### src/hdl/remap_settings.svh
`ifndef REMAP_SETTINGS_SVH
`define REMAP_SETTINGS_SVH

// Upstream IDs are wide and sparsely used.
`define REMAP_SLV_ID_WIDTH 6

// Downstream IDs are narrow and densely used.
// They must be at least as wide as a table index.
`define REMAP_MST_ID_WIDTH 3

// Each direction tracks this many distinct upstream IDs at once.
`define REMAP_MAX_UNIQ_IDS 4
`define REMAP_IDX_WIDTH 2

// Limit of transactions in flight for one upstream ID.
// The counter must be able to hold zero up to this limit.
`define REMAP_MAX_TXNS_PER_ID 3
`define REMAP_CNT_WIDTH 2

// Payload widths that pass through the remapper unchanged.
`define REMAP_ADDR_WIDTH 32
`define REMAP_DATA_WIDTH 32
`define REMAP_LEN_WIDTH 8

`endif
### src/hdl/remap_pkg.sv
`default_nettype none

package remap_pkg;

  `include "remap_settings.svh"

  // ID types on both sides of the remapper.
  typedef logic [`REMAP_SLV_ID_WIDTH-1:0] slv_id_t;
  typedef logic [`REMAP_MST_ID_WIDTH-1:0] mst_id_t;

  // A table index is the narrow ID before zero-extension.
  typedef logic [`REMAP_IDX_WIDTH-1:0]    idx_t;
  // One bit for each table entry.
  typedef logic [`REMAP_MAX_UNIQ_IDS-1:0] field_t;
  typedef logic [`REMAP_CNT_WIDTH-1:0]    cnt_t;

  // Pass-through payload.
  typedef logic [`REMAP_ADDR_WIDTH-1:0]   addr_t;
  typedef logic [`REMAP_DATA_WIDTH-1:0]   data_t;
  typedef logic [`REMAP_DATA_WIDTH/8-1:0] strb_t;
  typedef logic [`REMAP_LEN_WIDTH-1:0]    len_t;
  typedef logic [1:0]                     resp_t;

  // States of the address-channel assigner.
  // HOLD keeps a forwarded request on the bus while downstream stalls it.
  typedef enum logic {
    IDLE,
    HOLD
  } assign_state_e;

endpackage

`default_nettype wire

### src/hdl/axi_id_remap.sv
`timescale 1ns/10ps
`default_nettype none

module axi_id_remap
  import remap_pkg::*;
(
  input  wire logic    clk_i,
  input  wire logic    rst_i,

  // Upstream port with wide IDs.
  input  wire logic    slv_ar_valid_i,
  input  wire slv_id_t slv_ar_id_i,
  input  wire addr_t   slv_ar_addr_i,
  input  wire len_t    slv_ar_len_i,
  output logic         slv_ar_ready_o,

  input  wire logic    slv_aw_valid_i,
  input  wire slv_id_t slv_aw_id_i,
  input  wire addr_t   slv_aw_addr_i,
  input  wire len_t    slv_aw_len_i,
  output logic         slv_aw_ready_o,

  input  wire logic    slv_w_valid_i,
  input  wire data_t   slv_w_data_i,
  input  wire strb_t   slv_w_strb_i,
  input  wire logic    slv_w_last_i,
  output logic         slv_w_ready_o,

  output logic         slv_r_valid_o,
  output slv_id_t      slv_r_id_o,
  output data_t        slv_r_data_o,
  output resp_t        slv_r_resp_o,
  output logic         slv_r_last_o,
  input  wire logic    slv_r_ready_i,

  output logic         slv_b_valid_o,
  output slv_id_t      slv_b_id_o,
  output resp_t        slv_b_resp_o,
  input  wire logic    slv_b_ready_i,

  // Downstream port with narrow IDs.
  output logic         mst_ar_valid_o,
  output mst_id_t      mst_ar_id_o,
  output addr_t        mst_ar_addr_o,
  output len_t         mst_ar_len_o,
  input  wire logic    mst_ar_ready_i,

  output logic         mst_aw_valid_o,
  output mst_id_t      mst_aw_id_o,
  output addr_t        mst_aw_addr_o,
  output len_t         mst_aw_len_o,
  input  wire logic    mst_aw_ready_i,

  output logic         mst_w_valid_o,
  output data_t        mst_w_data_o,
  output strb_t        mst_w_strb_o,
  output logic         mst_w_last_o,
  input  wire logic    mst_w_ready_i,

  input  wire logic    mst_r_valid_i,
  input  wire mst_id_t mst_r_id_i,
  input  wire data_t   mst_r_data_i,
  input  wire resp_t   mst_r_resp_i,
  input  wire logic    mst_r_last_i,
  output logic         mst_r_ready_o,

  input  wire logic    mst_b_valid_i,
  input  wire mst_id_t mst_b_id_i,
  input  wire resp_t   mst_b_resp_i,
  output logic         mst_b_ready_o
);

  logic b_done;

  // Address and length travel with the request and are never touched.
  assign mst_ar_addr_o = slv_ar_addr_i;
  assign mst_ar_len_o  = slv_ar_len_i;
  assign mst_aw_addr_o = slv_aw_addr_i;
  assign mst_aw_len_o  = slv_aw_len_i;

  // W carries no ID, so the whole channel passes straight through.
  assign mst_w_valid_o = slv_w_valid_i;
  assign mst_w_data_o  = slv_w_data_i;
  assign mst_w_strb_o  = slv_w_strb_i;
  assign mst_w_last_o  = slv_w_last_i;
  assign slv_w_ready_o = mst_w_ready_i;

  // Responses keep their handshake and payload; only the ID is restored.
  assign slv_r_valid_o = mst_r_valid_i;
  assign slv_r_data_o  = mst_r_data_i;
  assign slv_r_resp_o  = mst_r_resp_i;
  assign slv_r_last_o  = mst_r_last_i;
  assign mst_r_ready_o = slv_r_ready_i;

  assign slv_b_valid_o = mst_b_valid_i;
  assign slv_b_resp_o  = mst_b_resp_i;
  assign mst_b_ready_o = slv_b_ready_i;

  // Every B ends a burst, so the write side treats each handshake as last.
  assign b_done = mst_b_valid_i && slv_b_ready_i;

  remap_direction #(
    .POP_ON_LAST (1'b1)
  ) u_rd_dir (
    .clk_i        (clk_i),
    .rst_i        (rst_i),
    .slv_valid_i  (slv_ar_valid_i),
    .slv_ready_o  (slv_ar_ready_o),
    .slv_id_i     (slv_ar_id_i),
    .mst_valid_o  (mst_ar_valid_o),
    .mst_ready_i  (mst_ar_ready_i),
    .mst_id_o     (mst_ar_id_o),
    .rsp_valid_i  (mst_r_valid_i),
    .rsp_ready_i  (slv_r_ready_i),
    .rsp_last_i   (mst_r_last_i),
    .rsp_mst_id_i (mst_r_id_i),
    .rsp_slv_id_o (slv_r_id_o)
  );

  remap_direction #(
    .POP_ON_LAST (1'b0)
  ) u_wr_dir (
    .clk_i        (clk_i),
    .rst_i        (rst_i),
    .slv_valid_i  (slv_aw_valid_i),
    .slv_ready_o  (slv_aw_ready_o),
    .slv_id_i     (slv_aw_id_i),
    .mst_valid_o  (mst_aw_valid_o),
    .mst_ready_i  (mst_aw_ready_i),
    .mst_id_o     (mst_aw_id_o),
    .rsp_valid_i  (mst_b_valid_i),
    .rsp_ready_i  (slv_b_ready_i),
    .rsp_last_i   (b_done),
    .rsp_mst_id_i (mst_b_id_i),
    .rsp_slv_id_o (slv_b_id_o)
  );

endmodule

`default_nettype wire

### src/hdl/remap_direction.sv
`timescale 1ns/10ps
`default_nettype none

`include "remap_settings.svh"

module remap_direction
  import remap_pkg::*;
#(
  // Reads free an entry only on the last R beat, writes on every B.
  parameter bit POP_ON_LAST = 1'b1
) (
  input  wire logic    clk_i,
  input  wire logic    rst_i,

  // Address channel.
  input  wire logic    slv_valid_i,
  output logic         slv_ready_o,
  input  wire slv_id_t slv_id_i,
  output logic         mst_valid_o,
  input  wire logic    mst_ready_i,
  output mst_id_t      mst_id_o,

  // Response channel.
  input  wire logic    rsp_valid_i,
  input  wire logic    rsp_ready_i,
  input  wire logic    rsp_last_i,
  input  wire mst_id_t rsp_mst_id_i,
  output slv_id_t      rsp_slv_id_o
);

  localparam int unsigned ZERO_W = `REMAP_MST_ID_WIDTH - `REMAP_IDX_WIDTH;

  logic exists;
  logic exists_full;
  logic full;
  idx_t exists_oup_id;
  idx_t free_oup_id;
  logic push;
  idx_t oup_id;
  logic pop;
  idx_t pop_oup_id;

  // The downstream ID is the table index with zeros on top.
  assign mst_id_o = {{ZERO_W{1'b0}}, oup_id};

  // One count is released per completed transaction.
  assign pop = rsp_valid_i && rsp_ready_i && (POP_ON_LAST ? rsp_last_i : 1'b1);

  // Downstream only ever sees zero-extended indices.
  // The low bits of a response ID therefore select the entry.
  assign pop_oup_id = rsp_mst_id_i[`REMAP_IDX_WIDTH-1:0];

  id_remap_table u_table (
    .clk_i           (clk_i),
    .rst_i           (rst_i),
    .ax_id_i         (slv_id_i),
    .exists_o        (exists),
    .exists_oup_id_o (exists_oup_id),
    .exists_full_o   (exists_full),
    .full_o          (full),
    .free_oup_id_o   (free_oup_id),
    .push_i          (push),
    .push_oup_id_i   (oup_id),
    .pop_i           (pop),
    .pop_oup_id_i    (pop_oup_id),
    .pop_inp_id_o    (rsp_slv_id_o)
  );

  ax_id_assigner u_assigner (
    .clk_i           (clk_i),
    .rst_i           (rst_i),
    .slv_valid_i     (slv_valid_i),
    .slv_ready_o     (slv_ready_o),
    .mst_valid_o     (mst_valid_o),
    .mst_ready_i     (mst_ready_i),
    .exists_i        (exists),
    .exists_full_i   (exists_full),
    .full_i          (full),
    .exists_oup_id_i (exists_oup_id),
    .free_oup_id_i   (free_oup_id),
    .push_o          (push),
    .oup_id_o        (oup_id)
  );

endmodule

`default_nettype wire

### src/hdl/ax_id_assigner.sv
`timescale 1ns/10ps
`default_nettype none

module ax_id_assigner
  import remap_pkg::*;
(
  input  wire logic clk_i,
  input  wire logic rst_i,

  // Upstream and downstream handshakes of the address channel.
  input  wire logic slv_valid_i,
  output logic      slv_ready_o,
  output logic      mst_valid_o,
  input  wire logic mst_ready_i,

  // Lookup results from the table.
  input  wire logic exists_i,
  input  wire logic exists_full_i,
  input  wire logic full_i,
  input  wire idx_t exists_oup_id_i,
  input  wire idx_t free_oup_id_i,

  // Push of the forwarded request into the table.
  output logic      push_o,
  output idx_t      oup_id_o
);

  assign_state_e state_q;
  assign_state_e state_d;
  idx_t          held_idx_q;
  idx_t          held_idx_d;
  logic          may_proceed;
  idx_t          pick_idx;

  // A known ID may proceed below its limit, and a new ID needs a free entry.
  assign may_proceed = exists_i ? !exists_full_i : !full_i;

  // A known ID keeps its entry, which keeps responses of one ID in order.
  assign pick_idx = exists_i ? exists_oup_id_i : free_oup_id_i;

  always_comb begin
    state_d     = state_q;
    held_idx_d  = held_idx_q;
    slv_ready_o = 1'b0;
    mst_valid_o = 1'b0;
    push_o      = 1'b0;
    oup_id_o    = pick_idx;

    case (state_q)
      IDLE: begin
        if (slv_valid_i && may_proceed) begin
          mst_valid_o = 1'b1;
          slv_ready_o = mst_ready_i;
          // The entry is taken now, even if downstream stalls.
          // That way the count covers the request while it is held.
          push_o      = 1'b1;
          if (!mst_ready_i) begin
            held_idx_d = pick_idx;
            state_d    = HOLD;
          end
        end
      end

      HOLD: begin
        // The request is already in the table, so nothing is pushed here.
        mst_valid_o = 1'b1;
        slv_ready_o = mst_ready_i;
        oup_id_o    = held_idx_q;
        if (mst_ready_i) begin
          state_d = IDLE;
        end
      end

      default: begin
        state_d = IDLE;
      end
    endcase
  end

  always_ff @(posedge clk_i) begin
    if (rst_i) begin
      state_q    <= IDLE;
      held_idx_q <= '0;
    end else begin
      state_q    <= state_d;
      held_idx_q <= held_idx_d;
    end
  end

endmodule

`default_nettype wire

### src/hdl/id_remap_table.sv
`timescale 1ns/10ps
`default_nettype none

`include "remap_settings.svh"

module id_remap_table
  import remap_pkg::*;
(
  input  wire logic    clk_i,
  input  wire logic    rst_i,

  // Lookup of the upstream ID of the current request.
  input  wire slv_id_t ax_id_i,
  output logic         exists_o,
  output idx_t         exists_oup_id_o,
  output logic         exists_full_o,
  output logic         full_o,
  output idx_t         free_oup_id_o,

  // Push of the current request into an entry.
  input  wire logic    push_i,
  input  wire idx_t    push_oup_id_i,

  // Pop of one completed transaction.
  input  wire logic    pop_i,
  input  wire idx_t    pop_oup_id_i,
  output slv_id_t      pop_inp_id_o
);

  localparam int unsigned N_ENTRIES = `REMAP_MAX_UNIQ_IDS;

  // The table is indexed by the narrow output ID.
  // Each entry holds the upstream ID and its count of transactions in flight.
  slv_id_t inp_id_q [N_ENTRIES];
  cnt_t    cnt_q    [N_ENTRIES];

  field_t  free;
  field_t  match;
  logic    no_match;

  for (genvar i = 0; i < N_ENTRIES; i++) begin : gen_entry
    logic push_hit;
    logic pop_hit;

    // An entry with a zero count is free, whatever ID it still holds.
    assign free[i]  = (cnt_q[i] == '0);
    assign match[i] = (cnt_q[i] != '0) && (inp_id_q[i] == ax_id_i);

    assign push_hit = push_i && (push_oup_id_i == idx_t'(i));
    assign pop_hit  = pop_i && (pop_oup_id_i == idx_t'(i));

    // A push and a pop on the same entry cancel out.
    always_ff @(posedge clk_i) begin
      if (rst_i) begin
        cnt_q[i] <= '0;
      end else if (push_hit && !pop_hit) begin
        cnt_q[i] <= cnt_q[i] + cnt_t'(1);
      end else if (pop_hit && !push_hit) begin
        cnt_q[i] <= cnt_q[i] - cnt_t'(1);
      end
    end

    // The upstream ID is only meaningful while the count is nonzero.
    always_ff @(posedge clk_i) begin
      if (push_hit) begin
        inp_id_q[i] <= ax_id_i;
      end
    end
  end

  // Lowest free entry for a new upstream ID.
  // The table is full when no entry is free.
  lowest_set_finder #(
    .WIDTH (N_ENTRIES)
  ) u_free_finder (
    .in_i    (free),
    .idx_o   (free_oup_id_o),
    .empty_o (full_o)
  );

  // At most one entry matches, since a known ID always reuses its entry.
  lowest_set_finder #(
    .WIDTH (N_ENTRIES)
  ) u_match_finder (
    .in_i    (match),
    .idx_o   (exists_oup_id_o),
    .empty_o (no_match)
  );

  assign exists_o = ~no_match;

  // The ID may take no more transactions once its count reaches the limit.
  assign exists_full_o = (cnt_q[exists_oup_id_o] == cnt_t'(`REMAP_MAX_TXNS_PER_ID));

  // Responses look up the upstream ID of their entry.
  assign pop_inp_id_o = inp_id_q[pop_oup_id_i];

endmodule

`default_nettype wire

### src/hdl/lowest_set_finder.sv
`timescale 1ns/10ps
`default_nettype none

module lowest_set_finder #(
  parameter int unsigned WIDTH = 4,
  localparam int unsigned IDX_W = (WIDTH > 1) ? $clog2(WIDTH) : 1
) (
  input  wire logic [WIDTH-1:0] in_i,
  output logic      [IDX_W-1:0] idx_o,
  output logic                  empty_o
);

  // The search runs from the top bit down.
  // A later hit overwrites an earlier one, so the lowest set bit wins.
  always_comb begin
    idx_o = '0;
    for (int i = WIDTH - 1; i >= 0; i--) begin
      if (in_i[i]) begin
        idx_o = IDX_W'(i);
      end
    end
  end

  // With no bit set the index stays at zero and must be ignored.
  assign empty_o = ~|in_i;

endmodule

`default_nettype wire

### config.mk
export PLATFORM = sky130hd
export DESIGN_NAME = axi_id_remap
export DESIGN_NICKNAME = d
export VERILOG_FILES = /design/src/hdl/remap_pkg.sv /design/src/hdl/axi_id_remap.sv /design/src/hdl/remap_direction.sv /design/src/hdl/ax_id_assigner.sv /design/src/hdl/id_remap_table.sv /design/src/hdl/lowest_set_finder.sv
export VERILOG_INCLUDE_DIRS = /design/src /design/src/hdl
export SDC_FILE = /design/constraint.sdc
export NUM_CORES = 1
export LEC_CHECK = 0
export BUFFER_PORTS_ARGS = -buffer_cell sky130_fd_sc_hd__buf_4
export CORE_AREA = 5 5 140 142
export DETAILED_ROUTE_END_ITERATION = 12
export DIE_AREA = 0 0 145 147
export PLACE_DENSITY = 0.71
export SKIP_LAST_GASP = 1
export SLEW_MARGIN = 20
export SYNTH_ARGS = -nofsm -noshare
export SYNTH_HDL_FRONTEND = slang
export SYNTH_SLANG_ARGS = --single-unit
### constraint.sdc
create_clock -name clk_i -period 6.7 [get_ports clk_i]
set_clock_uncertainty 0.05 [all_clocks]
set_input_delay 1.005 -clock clk_i [delete_from_list [all_inputs] [get_ports clk_i]]
set_output_delay 1.005 -clock clk_i [all_outputs]
set_load 0.01 [all_outputs]
==> flow_summary.yaml, run 1 <==
clocking:
  clock_latency_ns: 0.33
  cts_buffers: 9
  cts_tree: "yes"
  clk_pin_slew_ns: 0.06
  h-tree-depth: 3
  cts_resized: 0
  postCtsSetupBuffers: 0
  clock_sinks: 70
  cts_hold_buf: 0
  cts_max_path_buffers: 2
  cts_root_buf: "clkbuf_16"
synthesis:
  synth_top_cell_by_area: "edfxtp_1"
  ys.flop_type: "edfxtp_1"
  synth_top_area_frac: 0.353
  synth-async-reset-ratio: 0
  synth_edf_count: 64
  synthTopCellsByArea: "edfxtp_1 (35%), buf_4 (22%), xor2_1 (5.8%), mux4_2 (5.0%), xnor2_1 (2.3%)"
  ys_ff_latch: 70
  yosysUniqueCellTypes: 62
  ys_seq_area_frac: 0.375
  ys_warn_count: 0
  syn_inst: 516
  netlist_area_um2: 5450
  syn_avg_cell_area_um2: 10.6
drt:
  drc_errors: 0
  drt_iter0_drc: 163
  ant_nets: 0
  drtPass1Iterations: 4
  vias_per_cell: 5.05
  wl_per_cell_um: 23.4
  wl_mm: 15.1
  vias: 3257
die:
  die_area_um2: 21300
  initial_core_util: 0.297
  die_x_um: 145
  std_cell_rows: 50
  die_h_um: 147
  core_area_um2: 18300
  io_pins: 366
placed_design:
  routabilityCongestion: 0.825
  port_buffers: 51
  hpwl_mm: 12.2
  postPlaceCellArea_um2: 4860
  dpl.cell_count: 629
sta:
  rsz0062_at_grt: "false"
  drv_slew: 0
  period_minus_slack_ns: 4.57
  finalHoldViolCount: 0
  post-route-period-util: 0.682
  worst_pin_slew_ns: 0.854
  fmax_mhz: 219
  slew_headroom: 0.428
  tns_ns: 0
  finalSetupViolations: 0
final_layout:
  drive_gt1_frac: 0.246
  nets: 596
  nFillCells: 1858
  antenna_cells: 0
  layout_common_cells: "edfxtp_1 (64), buf_4 (51), xor2_1 (36), nor2_1 (20), inv_1 (18)"
  syn_to_final_growth_pct: -4.82
  design_area_um2: 5180
  finalNonFillerCells: 645
  final_common_cell: "edfxtp_1"
critical_path:
  path_class: "in2out"
  cp_data_required_time_ns: 5.64
  cp.arrival_ns: 3.52
  crit_path_max_fanout: 8
  setup.worst_path.start_class: "primary input"
  end_kind: "primary output"
grt:
  grt_usage: 0.136
  grt_start_max_net_pins: 34
  grt_busiest_layer: "met2"
  grt_use_met3: 0.0910
  grtUsageMet2: 0.225
  antenna_found_initial: 0
  grt_pass1_wl_mm: 21.7
  grt_pass1_vias: 3292
  overflow: 0
  met1_usage: 0.133
pwr:
  power_mw: 1.32
  irDropWorstVdd_uv: 107
  p_per_area_nw_per_um2: 255
  p_leak_nw: 1.85
run:
  maxCapViolCount: 0
worst_hold_path:
  worstHoldPathType: "reg2reg"
status:
  outcome: "finished, final reports clean"
==> Yosys cell counts, types with 2 or more instances <==
| cell | n |
|---|---|
| mux2i_1 | 9 |
| nor3_1 | 12 |
| dfxtp_1 | 6 |
| or3_1 | 6 |
| a31o_2 | 2 |
| xor2_1 | 36 |
| o41a_1 | 3 |
| a21oi_1 | 6 |
| nor2_2 | 2 |
| o21ai_0 | 8 |
| a31oi_1 | 4 |
| inv_2 | 2 |
| xnor2_1 | 14 |
| o31ai_1 | 4 |
| edfxtp_1 | 64 |
| nor2_1 | 20 |
| nor4_1 | 8 |
| nor4_4 | 2 |
| buf_4 | 162 |
| clkbuf_1 | 6 |
| o41ai_1 | 2 |
| a211oi_1 | 5 |
| and2_1 | 7 |
| nand2_1 | 16 |
| buf_1 | 3 |
| and3_1 | 7 |
| mux2_2 | 4 |
| nand4_1 | 8 |
| nand3_1 | 15 |
| o311ai_0 | 6 |
| mux4_2 | 12 |
| a21o_1 | 3 |
| inv_1 | 18 |
| ha_1 | 6 |
==> layout make-up <==
type,instances,area (um^2),area share
inverter,20,75.1,0.0145
timing repair buffer,51,383,0.0738
sequential,70,2040,0.394
clock buffer,10,229,0.0442
clock inverter,6,95.1,0.0183
tap,234,293,0.0565
multi-input combinational,254,2070,0.399
==> state kept, by name, indices dropped and copies added, names as in the netlist <==
signal / flops
u_rd_dir.u_assigner.held_idx_q: 2
u_rd_dir.u_assigner.state_q: 1
u_rd_dir.u_table.cnt_q: 8
u_rd_dir.u_table.inp_id_q: 24
u_wr_dir.u_assigner.held_idx_q: 2
u_wr_dir.u_assigner.state_q: 1
u_wr_dir.u_table.cnt_q: 8
u_wr_dir.u_table.inp_id_q: 24
==> final timing paths <==
kind | startpoint | to | slack [ns] | depth (start not counted)
worst max-delay path | slv_ar_id_i[5] | slv_ar_ready_o | 2.13 | 10
worst min-delay path | u_wr_dir.u_assigner.held_idx_q[1] | u_wr_dir.u_assigner.held_idx_q[1] | 0.45 | 2
worst max register to register | u_rd_dir.u_table.cnt_q[1][0] | u_rd_dir.u_table.cnt_q[1][1] | 3.18 | 8
worst min register to register | u_wr_dir.u_assigner.held_idx_q[1] | u_wr_dir.u_assigner.held_idx_q[1] | 0.45 | 2
==> layer usage <==
| layer | part of all wire | vias to the layer above | wire length (um) |
|---|---|---|---|
| met4 | 0.030 | 0 | 448 |
| met3 | 0.15 | 37 | 2290 |
| met1 | 0.33 | 1528 | 4970 |
| met5 | 0 | - | 0 |
| met2 | 0.49 | 219 | 7360 |
| li1 | - | 1473 | - |
==> worst max-delay path, stage by stage <==
cell	delay (ns)
buf_4	0.15
xor2_1	0.16
or4_4	0.53
nor4_4	0.27
a31oi_1	0.14
a2111o_1	0.57
a21oi_1	0.30
inv_1	0.09
and2_1	0.16
buf_4	0.14
==> logic make-up (layout without fill, tap and decap cells) <==
kind of cell / Yosys count / count (layout) / share of synthesized area
AOI/OAI and AO/OA: 55 / 55 / 0.0820
and+or+nand+nor: 114 / 114 / 0.123
adders and majority gates: 6 / 6 / 0.0138
other: 1 / 2 / 0.000688
buffers and inverters: 193 / 87 / 0.246
muxes: 27 / 27 / 0.0792
xor gates and xnor gates: 50 / 50 / 0.0804
DFF: 70 / 70 / 0.375
==> report_power, final <==
group          switching (mW)  total (mW)  internal (mW)
Combinational           0.148       0.257          0.109
Sequential             0.0224       0.542          0.520
Clock                   0.192       0.521          0.329
==> through the flow <==
| step | hold slack (ns) | worst slack (ns) | utilization |
|---|---|---|---|
| floorplan | 0.418 | 2.63 | - |
| global placement | 0.428 | 2.07 | 0.265 |
| detailed placement | 0.444 | 2.07 | 0.265 |
| CTS | 0.452 | 2.06 | 0.283 |
| global route | 0.487 | 1.90 | 0.283 |
| finish | 0.448 | 2.13 | 0.283 |
(Power assumes the default switching activity.)
==> run 2: changes to the inputs <==
--- a/config.mk
+++ b/config.mk
@@ -7,10 +7,10 @@
 export NUM_CORES = 1
 export LEC_CHECK = 0
 export BUFFER_PORTS_ARGS = -buffer_cell sky130_fd_sc_hd__buf_4
-export CORE_AREA = 5 5 140 142
+export CORE_AREA = 5 5 141 143
 export DETAILED_ROUTE_END_ITERATION = 12
-export DIE_AREA = 0 0 145 147
-export PLACE_DENSITY = 0.71
+export DIE_AREA = 0 0 146 148
+export PLACE_DENSITY = 0.7
 export SKIP_LAST_GASP = 1
 export SLEW_MARGIN = 20
 export SYNTH_ARGS = -nofsm -noshare
==> constraint.sdc (replaced) <==
create_clock -name clk_i -period 4.6 [get_ports clk_i]
set_clock_uncertainty 0.05 [all_clocks]
set_input_delay 0.69 -clock clk_i [delete_from_list [all_inputs] [get_ports clk_i]]
set_output_delay 0.69 -clock clk_i [all_outputs]
set_load 0.01 [all_outputs]
==> flow_summary.yaml, run 2 (same netlist as run 1, synthesis figures left out) <==
status:
  outcome: "finished, final reports clean"
grt:
  grt_pass1_vias: 3281
  grt_pass1_wl_mm: 21.4
  antenna_found_initial: 0
  overflow: 0
  grt_start_max_net_pins: 34
  grt_usage: 0.131
drt:
  vias: 3326
  vias_per_cell: 5.15
  wl_per_cell_um: 22.7
  drc_errors: 0
  drtPass1Iterations: 8
  wl_mm: 14.7
  ant_nets: 0
  drt_iter0_drc: 176
placed_design:
  hpwl_mm: 11.9
  routabilityCongestion: 0.805
  dpl.cell_count: 630
  port_buffers: 51
die:
  initial_core_util: 0.295
  die_x_um: 146
  std_cell_rows: 50
  die_h_um: 148
  core_area_um2: 18500
  io_pins: 366
  die_area_um2: 21600
clocking:
  cts_buffers: 9
  cts_hold_buf: 0
  clk_pin_slew_ns: 0.05
  cts_root_buf: "clkbuf_16"
  postCtsSetupBuffers: 0
  cts_max_path_buffers: 2
  cts_resized: 0
  h-tree-depth: 3
  cts_tree: "yes"
  clock_sinks: 70
  clock_latency_ns: 0.33
sta:
  period_minus_slack_ns: 3.97
  finalSetupViolations: 0
  finalHoldViolCount: 0
  rsz0062_at_grt: "false"
  fmax_mhz: 252
  post-route-period-util: 0.864
  drv_slew: 0
  fin_hold_ws_ns: 0.451
  worst_pin_slew_ns: 0.788
  slew_headroom: 0.473
  tns_ns: 0
critical_path:
  path_common_cell: "buf_4"
  crit_path_end: "slv_ar_ready_o"
  ff2ff_path_depth: 8
  cp_cell_sequence: "buf_4 -> xor2_1 -> or4_4 -> nor4_4 -> a31oi_1 -> a2111o_1 -> a21oi_1 -> inv_1 -> and2_1 -> buf_4"
  cp.arrival_ns: 3.23
  setup.worst_path.start_class: "primary input"
  crit_path_max_fanout: 8
  cp_data_required_time_ns: 3.86
  cpPeakStageDelay_ns: 0.56
  startpoint: "slv_ar_id_i[5]"
  cp_slowest_cell: "a2111o_1"
  end_kind: "primary output"
  timing.rr.end: "u_rd_dir.u_table.cnt_q[1][1]"
  path_class: "in2out"
  r2r_start: "u_rd_dir.u_table.cnt_q[0][0]"
  ff2ff_setup_slack_ns: 1.17
  cp_num_buf_inv: 3
  crit_family: "simple AND/OR/NAND/NOR gates"
  cp.depth: 10
final_layout:
  antenna_cells: 0
  drive_gt1_frac: 0.248
  top_regs: "u_rd_dir.u_table.inp_id_q: 24 flops, u_wr_dir.u_table.inp_id_q: 24 flops"
  syn_to_final_growth_pct: -5.31
  nets: 597
  final_common_cell: "edfxtp_1"
  finalNonFillerCells: 646
  layout_common_cells: "edfxtp_1 (64), buf_4 (52), xor2_1 (36), nor2_1 (20), inv_1 (18)"
  utilization: 0.280
worst_hold_path:
  worstHoldPathType: "reg2reg"
  min_path_cells: 2
pwr:
  p_per_area_nw_per_um2: 356
  p_leak_nw: 1.84
  irDropWorstVdd_uv: 186
run:
  maxCapViolCount: 0
==> run 2: cell count changes in the layout (fill, tap and decap cells not counted), sizes merged <==
cell,before,now
buf,51,52
clkinv,3,5
inv,21,20
clkbuf,10,9
bufinv,2,1
clkinvlp,0,1
==> run 2: report_power, final <==
part	leakage [nW]	internal, mW	switching (mW)	total [mW]
logic	1.04	0.160	0.215	0.375
clock network	0.143	0.415	0.258	0.674
registers	0.656	0.757	0.0328	0.790
==> run 2: stage by stage <==
| stage | worst slack [ns] | total power, mW | area (um^2) |
|---|---|---|---|
| 2_1_floorplan | 1.16 | 1.18 | 5450 |
| 3_3_place_gp | 0.656 | 1.17 | 4870 |
| 3_5_place_dp | 0.617 | 1.18 | 4870 |
| 4_1_cts | 0.600 | 1.85 | 5160 |
| 5_1_grt | 0.465 | 1.92 | 5160 |
| 6_report | 0.628 | 1.84 | 5160 |
==> run 2: cell type report <==
class	instances	area, um^2
clock buffer	9	225
clock inverter	7	65.1
fill	1827	13300
inverter	20	75.1
multi-input combinational	254	2070
sequential	70	2040
tap	234	293
timing repair buffer	52	390
==> run 2: metal layers <==
| layer | share of wire | vias to the layer above | global-route usage |
|---|---|---|---|
| met5 | 0 | - | 0.0159 |
| met4 | 0.026 | 0 | 0.0560 |
| met3 | 0.17 | 38 | 0.0956 |
| met2 | 0.49 | 247 | 0.219 |
| met1 | 0.31 | 1563 | 0.120 |
| li1 | - | 1478 | - |
==> run 2: how the worst min path moves through the flow <==
stage,from,end,slack (ns)
6_report,u_rd_dir.u_assigner.held_idx_q[0],u_rd_dir.u_assigner.held_idx_q[0],0.45
2_1_floorplan,u_rd_dir.u_assigner.held_idx_q[0],u_rd_dir.u_assigner.held_idx_q[0],0.42
4_1_cts,u_wr_dir.u_assigner.held_idx_q[0],u_wr_dir.u_assigner.held_idx_q[0],0.45
3_3_place_gp,u_wr_dir.u_assigner.held_idx_q[0],u_wr_dir.u_assigner.held_idx_q[0],0.43
3_5_place_dp,u_wr_dir.u_assigner.held_idx_q[0],u_wr_dir.u_assigner.held_idx_q[0],0.44
5_1_grt,u_rd_dir.u_assigner.held_idx_q[1],u_rd_dir.u_assigner.held_idx_q[1],0.49
==> run 2: worst min-delay path, delay by kind of cell (launching register included) <==
family	cells	cell delay [ns]
compound gates	2	0.15
flops	1	0.31
==> run 3: changes to the inputs <==
--- a/config.mk
+++ b/config.mk
@@ -7,10 +7,11 @@
 export NUM_CORES = 1
 export LEC_CHECK = 0
 export BUFFER_PORTS_ARGS = -buffer_cell sky130_fd_sc_hd__buf_4
-export CORE_AREA = 5 5 141 143
+export CORE_ASPECT_RATIO = 0.9
+export CORE_MARGIN = 5
+export CORE_UTILIZATION = 30
 export DETAILED_ROUTE_END_ITERATION = 12
-export DIE_AREA = 0 0 146 148
-export PLACE_DENSITY = 0.7
+export PLACE_DENSITY = 0.71
 export SKIP_LAST_GASP = 1
 export SLEW_MARGIN = 20
 export SYNTH_ARGS = -nofsm -noshare
==> flow_summary.yaml, run 3 (same netlist as run 1, synthesis figures left out) <==
drt:
  ant_nets: 0
  vias: 3335
  drt_iter0_drc: 205
  wl_per_cell_um: 21.6
  vias_per_cell: 5.12
  drc_errors: 0
  wl_mm: 14.1
  drtPass1Iterations: 4
clocking:
  cts_max_path_buffers: 2
  cts_hold_buf: 0
  postCtsSetupBuffers: 0
  clk_pin_slew_ns: 0.06
  clock_sinks: 70
  cts_root_buf: "clkbuf_16"
  clock_latency_ns: 0.33
  h-tree-depth: 3
  cts_tree: "yes"
  cts_buffers: 9
  cts_resized: 0
placed_design:
  hpwl_mm: 11.3
  routabilityCongestion: 0.845
  port_buffers: 51
final_layout:
  nets: 598
  top_regs: "u_rd_dir.u_table.inp_id_q: 24 flops, u_wr_dir.u_table.inp_id_q: 24 flops"
  syn_to_final_growth_pct: -4.18
  nFillCells: 1838
  layout_common_cells: "edfxtp_1 (64), buf_4 (53), xor2_1 (36), nor2_1 (20), inv_1 (18)"
  antenna_cells: 0
  drive_gt1_frac: 0.250
  final_common_cell: "edfxtp_1"
critical_path:
  r2r_start: "u_rd_dir.u_table.cnt_q[1][0]"
  cp.arrival_ns: 3.25
  crit_path_max_fanout: 7
  cp_data_required_time_ns: 3.86
  path_class: "reg2out"
  end_kind: "primary output"
  setup.worst_path.start_class: "register"
  startpoint: "u_rd_dir.u_table.cnt_q[3][0]"
sta:
  drv_slew: 0
  period_minus_slack_ns: 3.99
  fmax_mhz: 251
  tns_ns: 0
  worst_pin_slew_ns: 0.789
  rsz0062_at_grt: "false"
  post-route-period-util: 0.867
  finalHoldViolCount: 0
  finalSetupViolations: 0
  slew_headroom: 0.472
  fin_hold_ws_ns: 0.442
die:
  die_h_um: 138
  std_cell_rows: 46
  core_area_um2: 17700
  die_x_um: 152
  die_area_um2: 21000
  initial_core_util: 0.307
  io_pins: 366
pwr:
  switching_share: 0.261
  intPower_mw: 1.44
  power_frac_clock: 0.401
  p_sw_uw: 510
  comb_power_share: 0.194
  sequentialPowerShare: 0.405
  p_per_area_nw_per_um2: 374
  p_leak_nw: 1.86
  irDropWorstVdd_uv: 153
grt:
  grt_usage: 0.130
  grt_pass1_wl_mm: 20.7
  overflow: 0
  antenna_found_initial: 0
  grt_start_max_net_pins: 34
  grt_pass1_vias: 3320
worst_hold_path:
  hold_start: "u_rd_dir.u_assigner.held_idx_q[0]"
  worstHoldPathType: "reg2reg"
run:
  maxCapViolCount: 0
status:
  outcome: "finished, final reports clean"
==> run 3: worst paths after layout <==
| kind | to | slack [ns] | cells after the start |
|---|---|---|---|
| worst min-delay path | u_rd_dir.u_assigner.held_idx_q[0] | 0.44 | 2 |
| worst min register to register | u_rd_dir.u_assigner.held_idx_q[0] | 0.44 | 2 |
| worst max-delay path | slv_ar_ready_o | 0.61 | 11 |
| worst max register to register | u_rd_dir.u_table.cnt_q[1][1] | 1.12 | 8 |
==> run 3: cell type report <==
type	instances	area, um^2	area share
Multi-Input combinational cell	254	2070	0.396
Tap cell	240	300	0.0575
Timing Repair Buffer	53	398	0.0762
Inverter	20	75.1	0.0144
Sequential cell	70	2040	0.391
Clock inverter	6	111	0.0213
Clock buffer	9	225	0.0431
==> run 3: worst max-delay path, stage by stage (launching register included) <==
cell and delay (ns):
edfxtp_1 0.38, inv_1 0.06, ha_1 0.24, nor4_1 0.51
and3_1 0.30, a31oi_1 0.17, a2111o_1 0.57, a21oi_1 0.18
buf_4 0.16, inv_1 0.06, and2_1 0.15, buf_4 0.14
==> run 3: layer usage <==
layer / GRT usage / vias to the layer above / routed length, um
li1: - / 1476 / -
met1: 0.132 / 1602 / 4750
met2: 0.208 / 207 / 6800
met3: 0.0839 / 48 / 2050
met4: 0.0644 / 2 / 442
met5: 0.0238 / - / 55
==> run 3: per-stage QoR <==
stage,std cells,cell area (um^2),total power [mW],setup slack (ns),utilization
2_1_floorplan,517,5450,1.18,1.16,-
3_3_place_gp,637,4880,1.17,0.703,0.275
3_5_place_dp,637,4880,1.18,0.678,0.275
4_1_cts,652,5220,1.97,0.604,0.294
5_1_grt,652,5220,2.03,0.455,0.294
6_report,652,5220,1.95,0.613,0.294
==> run 3: power groups by stage <==
stage	logic [mW]	clock network, mW	registers (mW)
5_1_grt	0.416	0.820	0.795
4_1_cts	0.383	0.793	0.790
3_5_place_dp	0.381	0	0.803
2_1_floorplan	0.384	0	0.792
3_3_place_gp	0.374	0	0.801
6_report	0.379	0.784	0.790
